===== config.mk =====
export PLATFORM = sky130hd
export DESIGN_NAME = rv_exec_slice
export DESIGN_NICKNAME = d
export VERILOG_FILES = /design/src/hdl/rv_pkg.sv /design/src/hdl/rv_decode.sv /design/src/hdl/rv_execute.sv /design/src/hdl/rv_result.sv /design/src/hdl/rv_exec_slice.sv
export SDC_FILE = /design/constraint.sdc
export NUM_CORES = 2
export LEC_CHECK = 0
export ABC_CLOCK_PERIOD_IN_PS = 23000
export BUFFER_PORTS_ARGS = -buffer_cell sky130_fd_sc_hd__buf_2
export CAP_MARGIN = 20
export CORE_UTILIZATION = 30
export DETAILED_ROUTE_END_ITERATION = 6
export SETUP_SLACK_MARGIN = 0.15
export SKIP_CTS_REPAIR_TIMING = 1
export SYNTH_ARGS = -nofsm -noshare
export SYNTH_HDL_FRONTEND = slang
export SYNTH_SLANG_ARGS = --single-unit

===== constraint.sdc =====
create_clock -name clk -period 23 [get_ports clk]
set_input_delay 1.15 -clock clk [delete_from_list [all_inputs] [get_ports clk]]
set_output_delay 1.15 -clock clk [all_outputs]
set_load 0.02 [all_outputs]

===== src/hdl/rv_pkg.sv =====
package rv_pkg;

    typedef logic [31:0] inst_t;
    typedef logic [63:0] xword_t;
    typedef logic [4:0]  reg_idx_t;
    typedef logic [10:0] alu_op_t;      // one-hot by ALU_* position
    typedef logic [1:0]  src1_sel_t;
    typedef logic [4:0]  src2_sel_t;
    typedef logic [6:0]  nextpc_sel_t;
    typedef logic [3:0]  mem_mask_t;    // bit 0 double up to bit 3 byte

    localparam logic [6:0] OP_LUI    = 7'b0110111;
    localparam logic [6:0] OP_AUIPC  = 7'b0010111;
    localparam logic [6:0] OP_JAL    = 7'b1101111;
    localparam logic [6:0] OP_JALR   = 7'b1100111;
    localparam logic [6:0] OP_BRANCH = 7'b1100011;
    localparam logic [6:0] OP_LOAD   = 7'b0000011;
    localparam logic [6:0] OP_STORE  = 7'b0100011;
    localparam logic [6:0] OP_IMM    = 7'b0010011;
    localparam logic [6:0] OP_IMM32  = 7'b0011011;
    localparam logic [6:0] OP_REG    = 7'b0110011;
    localparam logic [6:0] OP_REG32  = 7'b0111011;

    // alu funct3
    localparam logic [2:0] F3_ADD  = 3'b000;    // add, sub, addi, addw
    localparam logic [2:0] F3_SLL  = 3'b001;
    localparam logic [2:0] F3_SLT  = 3'b010;
    localparam logic [2:0] F3_SLTU = 3'b011;
    localparam logic [2:0] F3_XOR  = 3'b100;
    localparam logic [2:0] F3_SR   = 3'b101;    // srl, sra, srai
    localparam logic [2:0] F3_OR   = 3'b110;
    localparam logic [2:0] F3_AND  = 3'b111;

    // branch funct3
    localparam logic [2:0] F3_BEQ  = 3'b000;
    localparam logic [2:0] F3_BNE  = 3'b001;
    localparam logic [2:0] F3_BLT  = 3'b100;
    localparam logic [2:0] F3_BGE  = 3'b101;
    localparam logic [2:0] F3_BLTU = 3'b110;
    localparam logic [2:0] F3_BGEU = 3'b111;

    localparam logic [6:0] F7_BASE = 7'b0000000;
    localparam logic [6:0] F7_ALT  = 7'b0100000;

    localparam int ALU_ADD  = 0;
    localparam int ALU_SUB  = 1;
    localparam int ALU_SLT  = 2;
    localparam int ALU_SLTU = 3;
    localparam int ALU_AND  = 4;
    localparam int ALU_OR   = 5;
    localparam int ALU_XOR  = 6;
    localparam int ALU_SLL  = 7;
    localparam int ALU_SRL  = 8;
    localparam int ALU_SRA  = 9;
    localparam int ALU_LUI  = 10;

    localparam int SRC1_RS1 = 0;
    localparam int SRC1_PC  = 1;

    localparam int SRC2_RS2  = 0;
    localparam int SRC2_IMMI = 1;
    localparam int SRC2_IMMU = 2;
    localparam int SRC2_FOUR = 3;
    localparam int SRC2_IMMS = 4;

    localparam int NPC_SEQ  = 0;
    localparam int NPC_JAL  = 1;
    localparam int NPC_JALR = 2;
    localparam int NPC_BEQ  = 3;
    localparam int NPC_BNE  = 4;
    localparam int NPC_BLT  = 5;    // blt and bltu
    localparam int NPC_BGE  = 6;    // bge and bgeu

    localparam int IN_DEPTH    = 2;
    localparam int OUT_CREDITS = 4;

endpackage


===== src/hdl/rv_decode.sv =====
module rv_decode (
    input  logic                clk,
    input  logic                reset,
    input  logic                in_valid,
    input  rv_pkg::inst_t       in_inst,
    input  rv_pkg::xword_t      in_pc,
    input  rv_pkg::xword_t      in_rs1,
    input  rv_pkg::xword_t      in_rs2,
    input  logic                advance,
    output logic                in_credit,
    output logic                dec_valid,
    output rv_pkg::alu_op_t     dec_alu_op,
    output rv_pkg::src1_sel_t   dec_src1_sel,
    output rv_pkg::src2_sel_t   dec_src2_sel,
    output rv_pkg::nextpc_sel_t dec_nextpc_sel,
    output logic                dec_rf_we,
    output rv_pkg::reg_idx_t    dec_rd,
    output logic                dec_mem_en,
    output logic                dec_mem_wen,
    output rv_pkg::mem_mask_t   dec_mem_mask,
    output logic                dec_word_op,
    output logic                dec_illegal,
    output rv_pkg::xword_t      dec_imm_i,
    output rv_pkg::xword_t      dec_imm_s,
    output rv_pkg::xword_t      dec_imm_u,
    output rv_pkg::xword_t      dec_imm_b,
    output rv_pkg::xword_t      dec_imm_j,
    output rv_pkg::xword_t      dec_pc,
    output rv_pkg::xword_t      dec_rs1,
    output rv_pkg::xword_t      dec_rs2
);
    import rv_pkg::*;

    localparam int PTR_W = $clog2(IN_DEPTH);
    localparam int CNT_W = $clog2(IN_DEPTH + 1);

    inst_t            q_inst [IN_DEPTH];
    xword_t           q_pc   [IN_DEPTH];
    xword_t           q_rs1  [IN_DEPTH];
    xword_t           q_rs2  [IN_DEPTH];
    logic [PTR_W-1:0] wr_ptr, rd_ptr;
    logic [CNT_W-1:0] q_count;
    logic             pop;

    // fields of the queue head
    wire inst_t inst   = q_inst[rd_ptr];
    wire [6:0]  opcode = inst[6:0];
    wire [2:0]  funct3 = inst[14:12];
    wire [6:0]  funct7 = inst[31:25];

    wire lui_ok   = opcode == OP_LUI;
    wire auipc_ok = opcode == OP_AUIPC;
    wire jal_ok   = opcode == OP_JAL;
    wire jalr_ok  = opcode == OP_JALR && funct3 == 3'b000;
    wire is_br    = opcode == OP_BRANCH;
    wire br_eq    = is_br && funct3 == F3_BEQ;
    wire br_ne    = is_br && funct3 == F3_BNE;
    wire br_lt    = is_br && (funct3 == F3_BLT || funct3 == F3_BLTU);
    wire br_ge    = is_br && (funct3 == F3_BGE || funct3 == F3_BGEU);
    wire br_uns   = funct3 == F3_BLTU || funct3 == F3_BGEU;
    wire br_ok    = br_eq | br_ne | br_lt | br_ge;
    wire load_ok  = opcode == OP_LOAD && funct3 != 3'b111;   // signed and unsigned widths
    wire store_ok = opcode == OP_STORE && !funct3[2];
    wire mem_ok   = load_ok | store_ok;
    wire srai_ok  = funct3 == F3_SR && funct7[6:1] == F7_ALT[6:1];  // funct7[0] is shamt[5]
    wire imm_ok   = opcode == OP_IMM
                    && (funct3 == F3_ADD || funct3 == F3_SLTU || funct3 == F3_AND || srai_ok);
    wire imm32_ok = opcode == OP_IMM32 && funct3 == F3_ADD;
    wire reg_ok   = opcode == OP_REG && (funct7 == F7_BASE
                    || (funct7 == F7_ALT && (funct3 == F3_ADD || funct3 == F3_SR)));
    wire reg32_ok = opcode == OP_REG32 && funct3 == F3_ADD && funct7 == F7_BASE;
    wire arith    = imm_ok | reg_ok;
    wire alt_op   = reg_ok && funct7 == F7_ALT;    // sub or sra
    wire jump     = jal_ok | jalr_ok;
    wire legal    = lui_ok | auipc_ok | jump | br_ok | mem_ok | arith | imm32_ok | reg32_ok;

    // upstream holds a credit per free slot so no full check
    assign pop       = (q_count != '0) && (!dec_valid || advance);
    assign in_credit = pop;

    always_ff @(posedge clk) begin
        if (reset) begin
            wr_ptr  <= '0;
            rd_ptr  <= '0;
            q_count <= '0;
        end else begin
            if (in_valid)
                wr_ptr <= wr_ptr + 1'b1;
            if (pop)
                rd_ptr <= rd_ptr + 1'b1;
            q_count <= q_count + CNT_W'(in_valid) - CNT_W'(pop);
        end
    end

    always_ff @(posedge clk) begin
        if (in_valid) begin
            q_inst[wr_ptr] <= in_inst;
            q_pc[wr_ptr]   <= in_pc;
            q_rs1[wr_ptr]  <= in_rs1;
            q_rs2[wr_ptr]  <= in_rs2;
        end
    end

    always_ff @(posedge clk) begin
        if (reset)
            dec_valid <= 1'b0;
        else if (!dec_valid || advance)
            dec_valid <= q_count != '0;
    end

    always_ff @(posedge clk) begin
        if (pop) begin
            dec_alu_op[ALU_ADD]  <= (arith && funct3 == F3_ADD && !alt_op) | auipc_ok | jump
                                    | mem_ok | imm32_ok | reg32_ok;
            dec_alu_op[ALU_SUB]  <= (alt_op && funct3 == F3_ADD) | br_eq | br_ne;
            dec_alu_op[ALU_SLT]  <= (arith && funct3 == F3_SLT) | ((br_lt | br_ge) && !br_uns);
            dec_alu_op[ALU_SLTU] <= (arith && funct3 == F3_SLTU) | ((br_lt | br_ge) && br_uns);
            dec_alu_op[ALU_AND]  <= arith && funct3 == F3_AND;
            dec_alu_op[ALU_OR]   <= arith && funct3 == F3_OR;
            dec_alu_op[ALU_XOR]  <= arith && funct3 == F3_XOR;
            dec_alu_op[ALU_SLL]  <= arith && funct3 == F3_SLL;
            dec_alu_op[ALU_SRL]  <= arith && funct3 == F3_SR && !funct7[5];
            dec_alu_op[ALU_SRA]  <= arith && funct3 == F3_SR && funct7[5];
            dec_alu_op[ALU_LUI]  <= lui_ok;

            dec_src1_sel[SRC1_RS1]  <= arith | imm32_ok | reg32_ok | br_ok | mem_ok;
            dec_src1_sel[SRC1_PC]   <= auipc_ok | jump;    // jumps write pc+4
            dec_src2_sel[SRC2_RS2]  <= reg_ok | reg32_ok | br_ok;
            dec_src2_sel[SRC2_IMMI] <= imm_ok | imm32_ok | load_ok;
            dec_src2_sel[SRC2_IMMU] <= lui_ok | auipc_ok;
            dec_src2_sel[SRC2_FOUR] <= jump;
            dec_src2_sel[SRC2_IMMS] <= store_ok;

            dec_nextpc_sel[NPC_SEQ]  <= legal && !(jump | br_ok);
            dec_nextpc_sel[NPC_JAL]  <= jal_ok;
            dec_nextpc_sel[NPC_JALR] <= jalr_ok;
            dec_nextpc_sel[NPC_BEQ]  <= br_eq;
            dec_nextpc_sel[NPC_BNE]  <= br_ne;
            dec_nextpc_sel[NPC_BLT]  <= br_lt;
            dec_nextpc_sel[NPC_BGE]  <= br_ge;

            dec_rf_we    <= legal && !(br_ok | store_ok);
            dec_rd       <= inst[11:7];
            dec_mem_en   <= mem_ok;
            dec_mem_wen  <= store_ok;
            // funct3[1:0] counts byte up to double
            dec_mem_mask <= mem_ok ? mem_mask_t'(4'b1000 >> funct3[1:0]) : '0;
            dec_word_op  <= imm32_ok | reg32_ok;
            dec_illegal  <= !legal;

            dec_imm_i <= {{52{inst[31]}}, inst[31:20]};
            dec_imm_s <= {{52{inst[31]}}, inst[31:25], inst[11:7]};
            dec_imm_u <= {{32{inst[31]}}, inst[31:12], 12'b0};
            dec_imm_b <= {{51{inst[31]}}, inst[31], inst[7], inst[30:25], inst[11:8], 1'b0};
            dec_imm_j <= {{43{inst[31]}}, inst[31], inst[19:12], inst[20], inst[30:21], 1'b0};
            dec_pc    <= q_pc[rd_ptr];
            dec_rs1   <= q_rs1[rd_ptr];
            dec_rs2   <= q_rs2[rd_ptr];
        end
    end

endmodule


===== src/hdl/rv_execute.sv =====
module rv_execute (
    input  logic                clk,
    input  logic                reset,
    input  logic                dec_valid,
    input  rv_pkg::alu_op_t     dec_alu_op,
    input  rv_pkg::src1_sel_t   dec_src1_sel,
    input  rv_pkg::src2_sel_t   dec_src2_sel,
    input  rv_pkg::nextpc_sel_t dec_nextpc_sel,
    input  logic                dec_rf_we,
    input  rv_pkg::reg_idx_t    dec_rd,
    input  logic                dec_mem_en,
    input  logic                dec_mem_wen,
    input  rv_pkg::mem_mask_t   dec_mem_mask,
    input  logic                dec_word_op,
    input  logic                dec_illegal,
    input  rv_pkg::xword_t      dec_imm_i,
    input  rv_pkg::xword_t      dec_imm_s,
    input  rv_pkg::xword_t      dec_imm_u,
    input  rv_pkg::xword_t      dec_imm_b,
    input  rv_pkg::xword_t      dec_imm_j,
    input  rv_pkg::xword_t      dec_pc,
    input  rv_pkg::xword_t      dec_rs1,
    input  rv_pkg::xword_t      dec_rs2,
    input  logic                advance_out,
    output logic                advance,
    output logic                ex_valid,
    output rv_pkg::xword_t      ex_alu_res,
    output rv_pkg::xword_t      ex_next_pc,
    output rv_pkg::xword_t      ex_rs2,
    output rv_pkg::reg_idx_t    ex_rd,
    output logic                ex_rf_we,
    output logic                ex_mem_en,
    output logic                ex_mem_wen,
    output rv_pkg::mem_mask_t   ex_mem_mask,
    output logic                ex_word_op,
    output logic                ex_illegal
);
    import rv_pkg::*;

    xword_t     src1, src2;
    xword_t     alu_res, sra_res;
    xword_t     jalr_sum, next_pc;
    logic [5:0] shamt;
    logic       eq, lt, taken;

    assign src1 = ({64{dec_src1_sel[SRC1_RS1]}} & dec_rs1)
                | ({64{dec_src1_sel[SRC1_PC]}}  & dec_pc);
    assign src2 = ({64{dec_src2_sel[SRC2_RS2]}}  & dec_rs2)
                | ({64{dec_src2_sel[SRC2_IMMI]}} & dec_imm_i)
                | ({64{dec_src2_sel[SRC2_IMMU]}} & dec_imm_u)
                | ({64{dec_src2_sel[SRC2_FOUR]}} & 64'd4)
                | ({64{dec_src2_sel[SRC2_IMMS]}} & dec_imm_s);

    assign shamt   = dec_word_op ? {1'b0, src2[4:0]} : src2[5:0];
    assign sra_res = $signed(src1) >>> shamt;

    assign alu_res = ({64{dec_alu_op[ALU_ADD]}}  & (src1 + src2))
                   | ({64{dec_alu_op[ALU_SUB]}}  & (src1 - src2))
                   | ({64{dec_alu_op[ALU_SLT]}}  & {63'd0, $signed(src1) < $signed(src2)})
                   | ({64{dec_alu_op[ALU_SLTU]}} & {63'd0, src1 < src2})
                   | ({64{dec_alu_op[ALU_AND]}}  & (src1 & src2))
                   | ({64{dec_alu_op[ALU_OR]}}   & (src1 | src2))
                   | ({64{dec_alu_op[ALU_XOR]}}  & (src1 ^ src2))
                   | ({64{dec_alu_op[ALU_SLL]}}  & (src1 << shamt))
                   | ({64{dec_alu_op[ALU_SRL]}}  & (src1 >> shamt))
                   | ({64{dec_alu_op[ALU_SRA]}}  & sra_res)
                   | ({64{dec_alu_op[ALU_LUI]}}  & src2);

    // branches put sub or slt/sltu through the alu
    assign eq    = alu_res == '0;
    assign lt    = alu_res[0];
    assign taken = (dec_nextpc_sel[NPC_BEQ] && eq) || (dec_nextpc_sel[NPC_BNE] && !eq)
                || (dec_nextpc_sel[NPC_BLT] && lt) || (dec_nextpc_sel[NPC_BGE] && !lt);

    assign jalr_sum = dec_rs1 + dec_imm_i;

    always_comb begin
        next_pc = dec_pc + 64'd4;
        if (dec_nextpc_sel[NPC_JAL])
            next_pc = dec_pc + dec_imm_j;
        else if (dec_nextpc_sel[NPC_JALR])
            next_pc = {jalr_sum[63:1], 1'b0};
        else if (taken)
            next_pc = dec_pc + dec_imm_b;
    end

    assign advance = !ex_valid || advance_out;

    always_ff @(posedge clk) begin
        if (reset)
            ex_valid <= 1'b0;
        else if (advance)
            ex_valid <= dec_valid;
    end

    always_ff @(posedge clk) begin
        if (advance && dec_valid) begin
            ex_alu_res  <= alu_res;
            ex_next_pc  <= next_pc;
            ex_rs2      <= dec_rs2;    // store data
            ex_rd       <= dec_rd;
            ex_rf_we    <= dec_rf_we;
            ex_mem_en   <= dec_mem_en;
            ex_mem_wen  <= dec_mem_wen;
            ex_mem_mask <= dec_mem_mask;
            ex_word_op  <= dec_word_op;
            ex_illegal  <= dec_illegal;
        end
    end

endmodule


===== src/hdl/rv_result.sv =====
module rv_result (
    input  logic              clk,
    input  logic              reset,
    input  logic              ex_valid,
    input  rv_pkg::xword_t    ex_alu_res,
    input  rv_pkg::xword_t    ex_next_pc,
    input  rv_pkg::xword_t    ex_rs2,
    input  rv_pkg::reg_idx_t  ex_rd,
    input  logic              ex_rf_we,
    input  logic              ex_mem_en,
    input  logic              ex_mem_wen,
    input  rv_pkg::mem_mask_t ex_mem_mask,
    input  logic              ex_word_op,
    input  logic              ex_illegal,
    input  logic              out_credit,
    output logic              advance_out,
    output logic              out_valid,
    output rv_pkg::reg_idx_t  out_rd,
    output logic              out_rd_we,
    output rv_pkg::xword_t    out_wdata,
    output rv_pkg::xword_t    out_next_pc,
    output logic              out_mem_en,
    output logic              out_mem_wen,
    output rv_pkg::mem_mask_t out_mem_mask,
    output rv_pkg::xword_t    out_mem_addr,
    output rv_pkg::xword_t    out_mem_wdata,
    output logic              out_illegal
);
    import rv_pkg::*;

    localparam int CRED_W = $clog2(OUT_CREDITS + 1);

    logic [CRED_W-1:0] credits;
    logic              send;
    xword_t            wdata;

    assign advance_out = credits != '0;
    assign send        = ex_valid && advance_out;

    // addw and addiw results sign extend from bit 31
    assign wdata = ex_word_op ? {{32{ex_alu_res[31]}}, ex_alu_res[31:0]} : ex_alu_res;

    always_ff @(posedge clk) begin
        if (reset) begin
            credits   <= CRED_W'(OUT_CREDITS);
            out_valid <= 1'b0;
        end else begin
            credits   <= credits - CRED_W'(send) + CRED_W'(out_credit);
            out_valid <= send;
        end
    end

    always_ff @(posedge clk) begin
        if (send) begin
            out_rd        <= ex_rd;
            out_rd_we     <= ex_rf_we;
            out_wdata     <= wdata;
            out_next_pc   <= ex_next_pc;
            out_mem_en    <= ex_mem_en;
            out_mem_wen   <= ex_mem_wen;
            out_mem_mask  <= ex_mem_mask;
            out_mem_addr  <= ex_alu_res;    // rs1 + imm
            out_mem_wdata <= ex_rs2;
            out_illegal   <= ex_illegal;
        end
    end

endmodule


===== src/hdl/rv_exec_slice.sv =====
module rv_exec_slice (
    input  logic              clk,
    input  logic              reset,
    input  logic              in_valid,
    input  rv_pkg::inst_t     in_inst,
    input  rv_pkg::xword_t    in_pc,
    input  rv_pkg::xword_t    in_rs1,
    input  rv_pkg::xword_t    in_rs2,
    output logic              in_credit,
    input  logic              out_credit,
    output logic              out_valid,
    output rv_pkg::reg_idx_t  out_rd,
    output logic              out_rd_we,
    output rv_pkg::xword_t    out_wdata,
    output rv_pkg::xword_t    out_next_pc,
    output logic              out_mem_en,
    output logic              out_mem_wen,
    output rv_pkg::mem_mask_t out_mem_mask,
    output rv_pkg::xword_t    out_mem_addr,
    output rv_pkg::xword_t    out_mem_wdata,
    output logic              out_illegal
);
    import rv_pkg::*;

    // decode to execute
    logic        dec_valid;
    alu_op_t     dec_alu_op;
    src1_sel_t   dec_src1_sel;
    src2_sel_t   dec_src2_sel;
    nextpc_sel_t dec_nextpc_sel;
    reg_idx_t    dec_rd;
    logic        dec_rf_we, dec_mem_en, dec_mem_wen;
    mem_mask_t   dec_mem_mask;
    logic        dec_word_op, dec_illegal;
    xword_t      dec_imm_i, dec_imm_s, dec_imm_u, dec_imm_b, dec_imm_j;
    xword_t      dec_pc, dec_rs1, dec_rs2;
    logic        advance;

    // execute to result
    logic        ex_valid;
    xword_t      ex_alu_res, ex_next_pc, ex_rs2;
    reg_idx_t    ex_rd;
    logic        ex_rf_we, ex_mem_en, ex_mem_wen;
    mem_mask_t   ex_mem_mask;
    logic        ex_word_op, ex_illegal;
    logic        advance_out;

    rv_decode u_decode (.*);

    rv_execute u_execute (.*);

    rv_result u_result (.*);

endmodule


==> reports/metrics.yaml <==
status:
  run_status: "finished with violations"
  violated_checks: "DRC, slew limit"
critical_path:
  last_element_of_the_critical_path: "u_execute.ex_next_pc[52]"
  startpoint: "u_decode.dec_src2_sel[0]"
  worstPathArrival_ps: 11300
  cp.required_ps: 23620
  timing.reg2reg.setup_slack_ps: 12330
  critical_path.reg2reg.endpoint: "u_execute.ex_next_pc[52]"
  timing.rr.start: "u_decode.dec_src2_sel[0]"
  critPathKind: "register to register"
  worstSetupStartpointType: "register"
  cp_max_fo: 75
  critPathCaptureType: "register"
  reg2reg_depth: 24
clocking:
  tritoncts: "yes"
  tritoncts_num_sinks: 1151
  cts_h_tree_depth: 4
  ctsRootBufferMaster: "sky130_fd_sc_hd__clkbuf_16"
  clkTransAtPathRegs_ps: 70
  cts_made_buffers: 131
  ctsLongestPathBuffers: 3
  clock_insertion_delay_worst_skew_ps: 870
finish:
  area_growth_syn_to_layout_pct: 15.5
  final-seq-area_mm2: 0.0345
  final_core_util_pct: 34.9
  nets_finish: 7843
  n_fill_cell: 23838
  multi_input_area_mm2: 0.0337
  share_of_post_route_cells_with_drive_strength_above_1_pct: 17.1
  final_cell_area_mm2: 0.0822
grt:
  first_global_vias: 60277
  first_pass_grt_wire_length_um: 501000
  antenna_found_initial: 36
  global_route.overflow_total: 0
  grt_start_max_net_pins: 131
  track_usage_pct: 30.2
timing:
  timing.setup.tns_ps: 0
  fin_crit_ps: 10670
  achievable-frequency_mhz: 93.7
  worst_pin_slew_ps: 1510
  setup_viol: 0
  fin_worst_skew_ps: 78.6
  worst_setup_slack_final_ps: 12330
  unrepaired_setup_endpoints_after_global_routing: "no"
  drv_slew: 1
  finalHoldViolations: 0
  slew_headroom_pct: -0.399
  timing.final.crit_share_pct: 46.4
routing:
  drt_iter0_markers: 7603
  via_count: 63243
  drc_errors_left: 10
  detail-route-antenna-nets: 0
  firstDrtPassIters: 7
  wl_per_cell_um: 35.3
  avgViaCountPerCell: 6.00
  drt_wl_total_um: 372000
logic_synthesis:
  synth_area_leaders: "sky130_fd_sc_hd__edfxtp_1 48%, sky130_fd_sc_hd__ha_1 5.9%, sky130_fd_sc_hd__mux2_2 3.8%"
  synth_edf_count: 1140
  synth.cell_area_mm2: 0.0712
  postSynthCellCount: 6823
  synth.yosys.warnings: 0
  synth_flop_cell: "sky130_fd_sc_hd__edfxtp_1"
  fraction_of_synthesized_cell_area_taken_by_the_top_area_cell_type_pct: 48.1
  syn_avg_cell_area_um2: 10.4
  synth_cell_types: 95
  syn_nets: 7392
  post-synth-top-area-cell: "sky130_fd_sc_hd__edfxtp_1"
  ys_ff_latch: 1151
  proportion_of_synthesized_flip_flops_having_asynchronous_set_or_reset_pct: 0
  yosysSeqAreaShare_pct: 48.4
floorplanning:
  floorplan.rows: 178
  die_h_um: 489
  io_pins: 499
  die_w_um: 489
  floorplan.initialDensity_pct: 30.2
  core_area_mm2: 0.236
  floorplan.die_area_mm2: 0.239
placed_design:
  pre_cts_ws_ps: 12810
  port_buffers: 498
  gp_routability_congestion: 1.10
  dpl-instance-area_mm2: 0.0777
  place.detailed.hpwl_um: 290000
hold_path:
  hold_path_class: "register to register"
  holdCritStartpoint: "u_execute.ex_rs2[35]"
run:
  timing.max_cap.violations: 0
==> kinds of logic (layout without fill, tap and decap cells) <==
group,after synthesis,after routing,share of synthesized area (%)
AOI/OAI and AO/OA,2160,2160,19.9
adders and majority gates,341,341,6.06
buffers and inverters,761,1313,4.46
and+or+nand+nor,1658,1658,10.7
other,0,15,0
muxes,454,454,6.83
xor gates and xnor gates,298,298,3.67
DFF,1151,1151,48.4
==> worst min path at each step <==
| stage | depth (start not counted) | end | slack [ps] |
|---|---|---|---|
| after floorplan | 0 | u_execute.ex_illegal | 400 |
| after global placement | 0 | u_execute.ex_mem_mask[0] | 400 |
| after detailed placement | 0 | u_result.out_mem_addr[10] | 400 |
| after CTS | 0 | u_result.out_mem_wdata[35] | 410 |
| after global routing | 0 | u_result.out_mem_wdata[35] | 390 |
| final | 0 | u_result.out_mem_wdata[35] | 390 |
==> synthesized netlist by cell type, types with 84 or more instances <==
cell type / n
sky130_fd_sc_hd__a21o_1: 108
sky130_fd_sc_hd__a21oi_1: 528
sky130_fd_sc_hd__clkbuf_1: 274
sky130_fd_sc_hd__edfxtp_1: 1140
sky130_fd_sc_hd__ha_1: 335
sky130_fd_sc_hd__inv_1: 314
sky130_fd_sc_hd__mux2_2: 239
sky130_fd_sc_hd__mux2i_1: 213
sky130_fd_sc_hd__nand2_1: 506
sky130_fd_sc_hd__nand3_1: 143
sky130_fd_sc_hd__nand4_1: 84
sky130_fd_sc_hd__nor2_1: 484
sky130_fd_sc_hd__nor3_1: 150
sky130_fd_sc_hd__o211ai_1: 85
sky130_fd_sc_hd__o21ai_0: 447
sky130_fd_sc_hd__o22ai_1: 180
sky130_fd_sc_hd__xnor2_1: 206
sky130_fd_sc_hd__xor2_1: 92
==> placed cells by master, fill, tap and decap left out, types with 133 or more instances in the layout <==
master	Yosys	routed
sky130_fd_sc_hd__ha_1	335	335
sky130_fd_sc_hd__buf_2	52	500
sky130_fd_sc_hd__buf_4	47	241
sky130_fd_sc_hd__inv_1	314	310
sky130_fd_sc_hd__o22ai_1	180	180
sky130_fd_sc_hd__a21oi_1	528	526
sky130_fd_sc_hd__mux2i_1	213	213
sky130_fd_sc_hd__mux2_2	239	238
sky130_fd_sc_hd__o21ai_0	447	442
sky130_fd_sc_hd__nor2_1	484	479
sky130_fd_sc_hd__nand3_1	143	142
sky130_fd_sc_hd__xnor2_1	206	206
sky130_fd_sc_hd__clkbuf_16	0	133
sky130_fd_sc_hd__edfxtp_1	1140	1140
sky130_fd_sc_hd__nand2_1	506	506
sky130_fd_sc_hd__nor3_1	150	150
==> sequential cells by signal (all words and copies together), names as in the netlist, 11 cells and up, named ones only <==
signal	cells
u_result.out_mem_wdata	64
u_decode.dec_pc	64
u_decode.dec_imm_s	12
u_result.out_next_pc	64
u_execute.ex_next_pc	64
u_decode.q_rs1	128
u_decode.q_rs2	128
u_result.out_mem_addr	64
u_execute.ex_rs2	64
u_decode.q_inst	64
u_decode.dec_rs1	64
u_decode.dec_alu_op	11
u_decode.dec_rs2	64
u_result.out_wdata	32
u_decode.q_pc	128
u_execute.ex_alu_res	64
==> per-stage QoR <==
step | hold WS (ps) | cells
3_5_place_dp | 405 | 10288
2_1_floorplan | 400 | 6823
4_1_cts | 408 | 10522
6_report | 388 | 10540
3_3_place_gp | 401 | 10275
5_1_grt | 393 | 10530
==> layout make-up <==
| type | instances | share of cell area [%] |
|---|---|---|
| Clock inverter | 79 | 1.30 |
| Timing Repair Buffer | 747 | 5.35 |
| Clock buffer | 155 | 4.15 |
| Antenna cell | 15 | 0.0456 |
| Inverter | 332 | 1.52 |
| Tap cell | 3150 | 4.79 |
| Multi-Input combinational cell | 4911 | 40.9 |
| Sequential cell | 1151 | 41.9 |
==> per-layer routing <==
| metal | routed length [um] | GRT usage [%] | share of wire [%] |
|---|---|---|---|
| met5 | 139 | 0 | 0.037 |
| met4 | 27200 | 19.6 | 7.3 |
| met3 | 31800 | 6.48 | 8.5 |
| met2 | 164000 | 46.8 | 44 |
| met1 | 149000 | 38.0 | 40 |
==> worst max-delay path, cell delays in order, from the launching register on <==
cell                       delay (ps)
sky130_fd_sc_hd__edfxtp_1         350
sky130_fd_sc_hd__buf_4            350
sky130_fd_sc_hd__a222oi_1         570
sky130_fd_sc_hd__buf_4            630
sky130_fd_sc_hd__inv_1            220
sky130_fd_sc_hd__ha_1             280
sky130_fd_sc_hd__fa_1             430
sky130_fd_sc_hd__nor2b_1          170
sky130_fd_sc_hd__o21ai_0          380
sky130_fd_sc_hd__nand3_1          210
sky130_fd_sc_hd__a221oi_1         760
sky130_fd_sc_hd__o21a_1           620
sky130_fd_sc_hd__o41a_1           420
sky130_fd_sc_hd__o21ai_0          390
sky130_fd_sc_hd__nor3b_1          270
sky130_fd_sc_hd__o21ai_0          310
sky130_fd_sc_hd__o211ai_1         280
sky130_fd_sc_hd__or3_1            410
sky130_fd_sc_hd__nor4_1           380
sky130_fd_sc_hd__nand4_1          370
sky130_fd_sc_hd__nor4_2           620
sky130_fd_sc_hd__mux2_4           560
sky130_fd_sc_hd__buf_4            830
sky130_fd_sc_hd__nor3_1           170
sky130_fd_sc_hd__a311oi_1         350
Power is left out: the tool's default activity adds up to more than one toggle a clock period on the data nets, which glitch-free logic cannot reach.
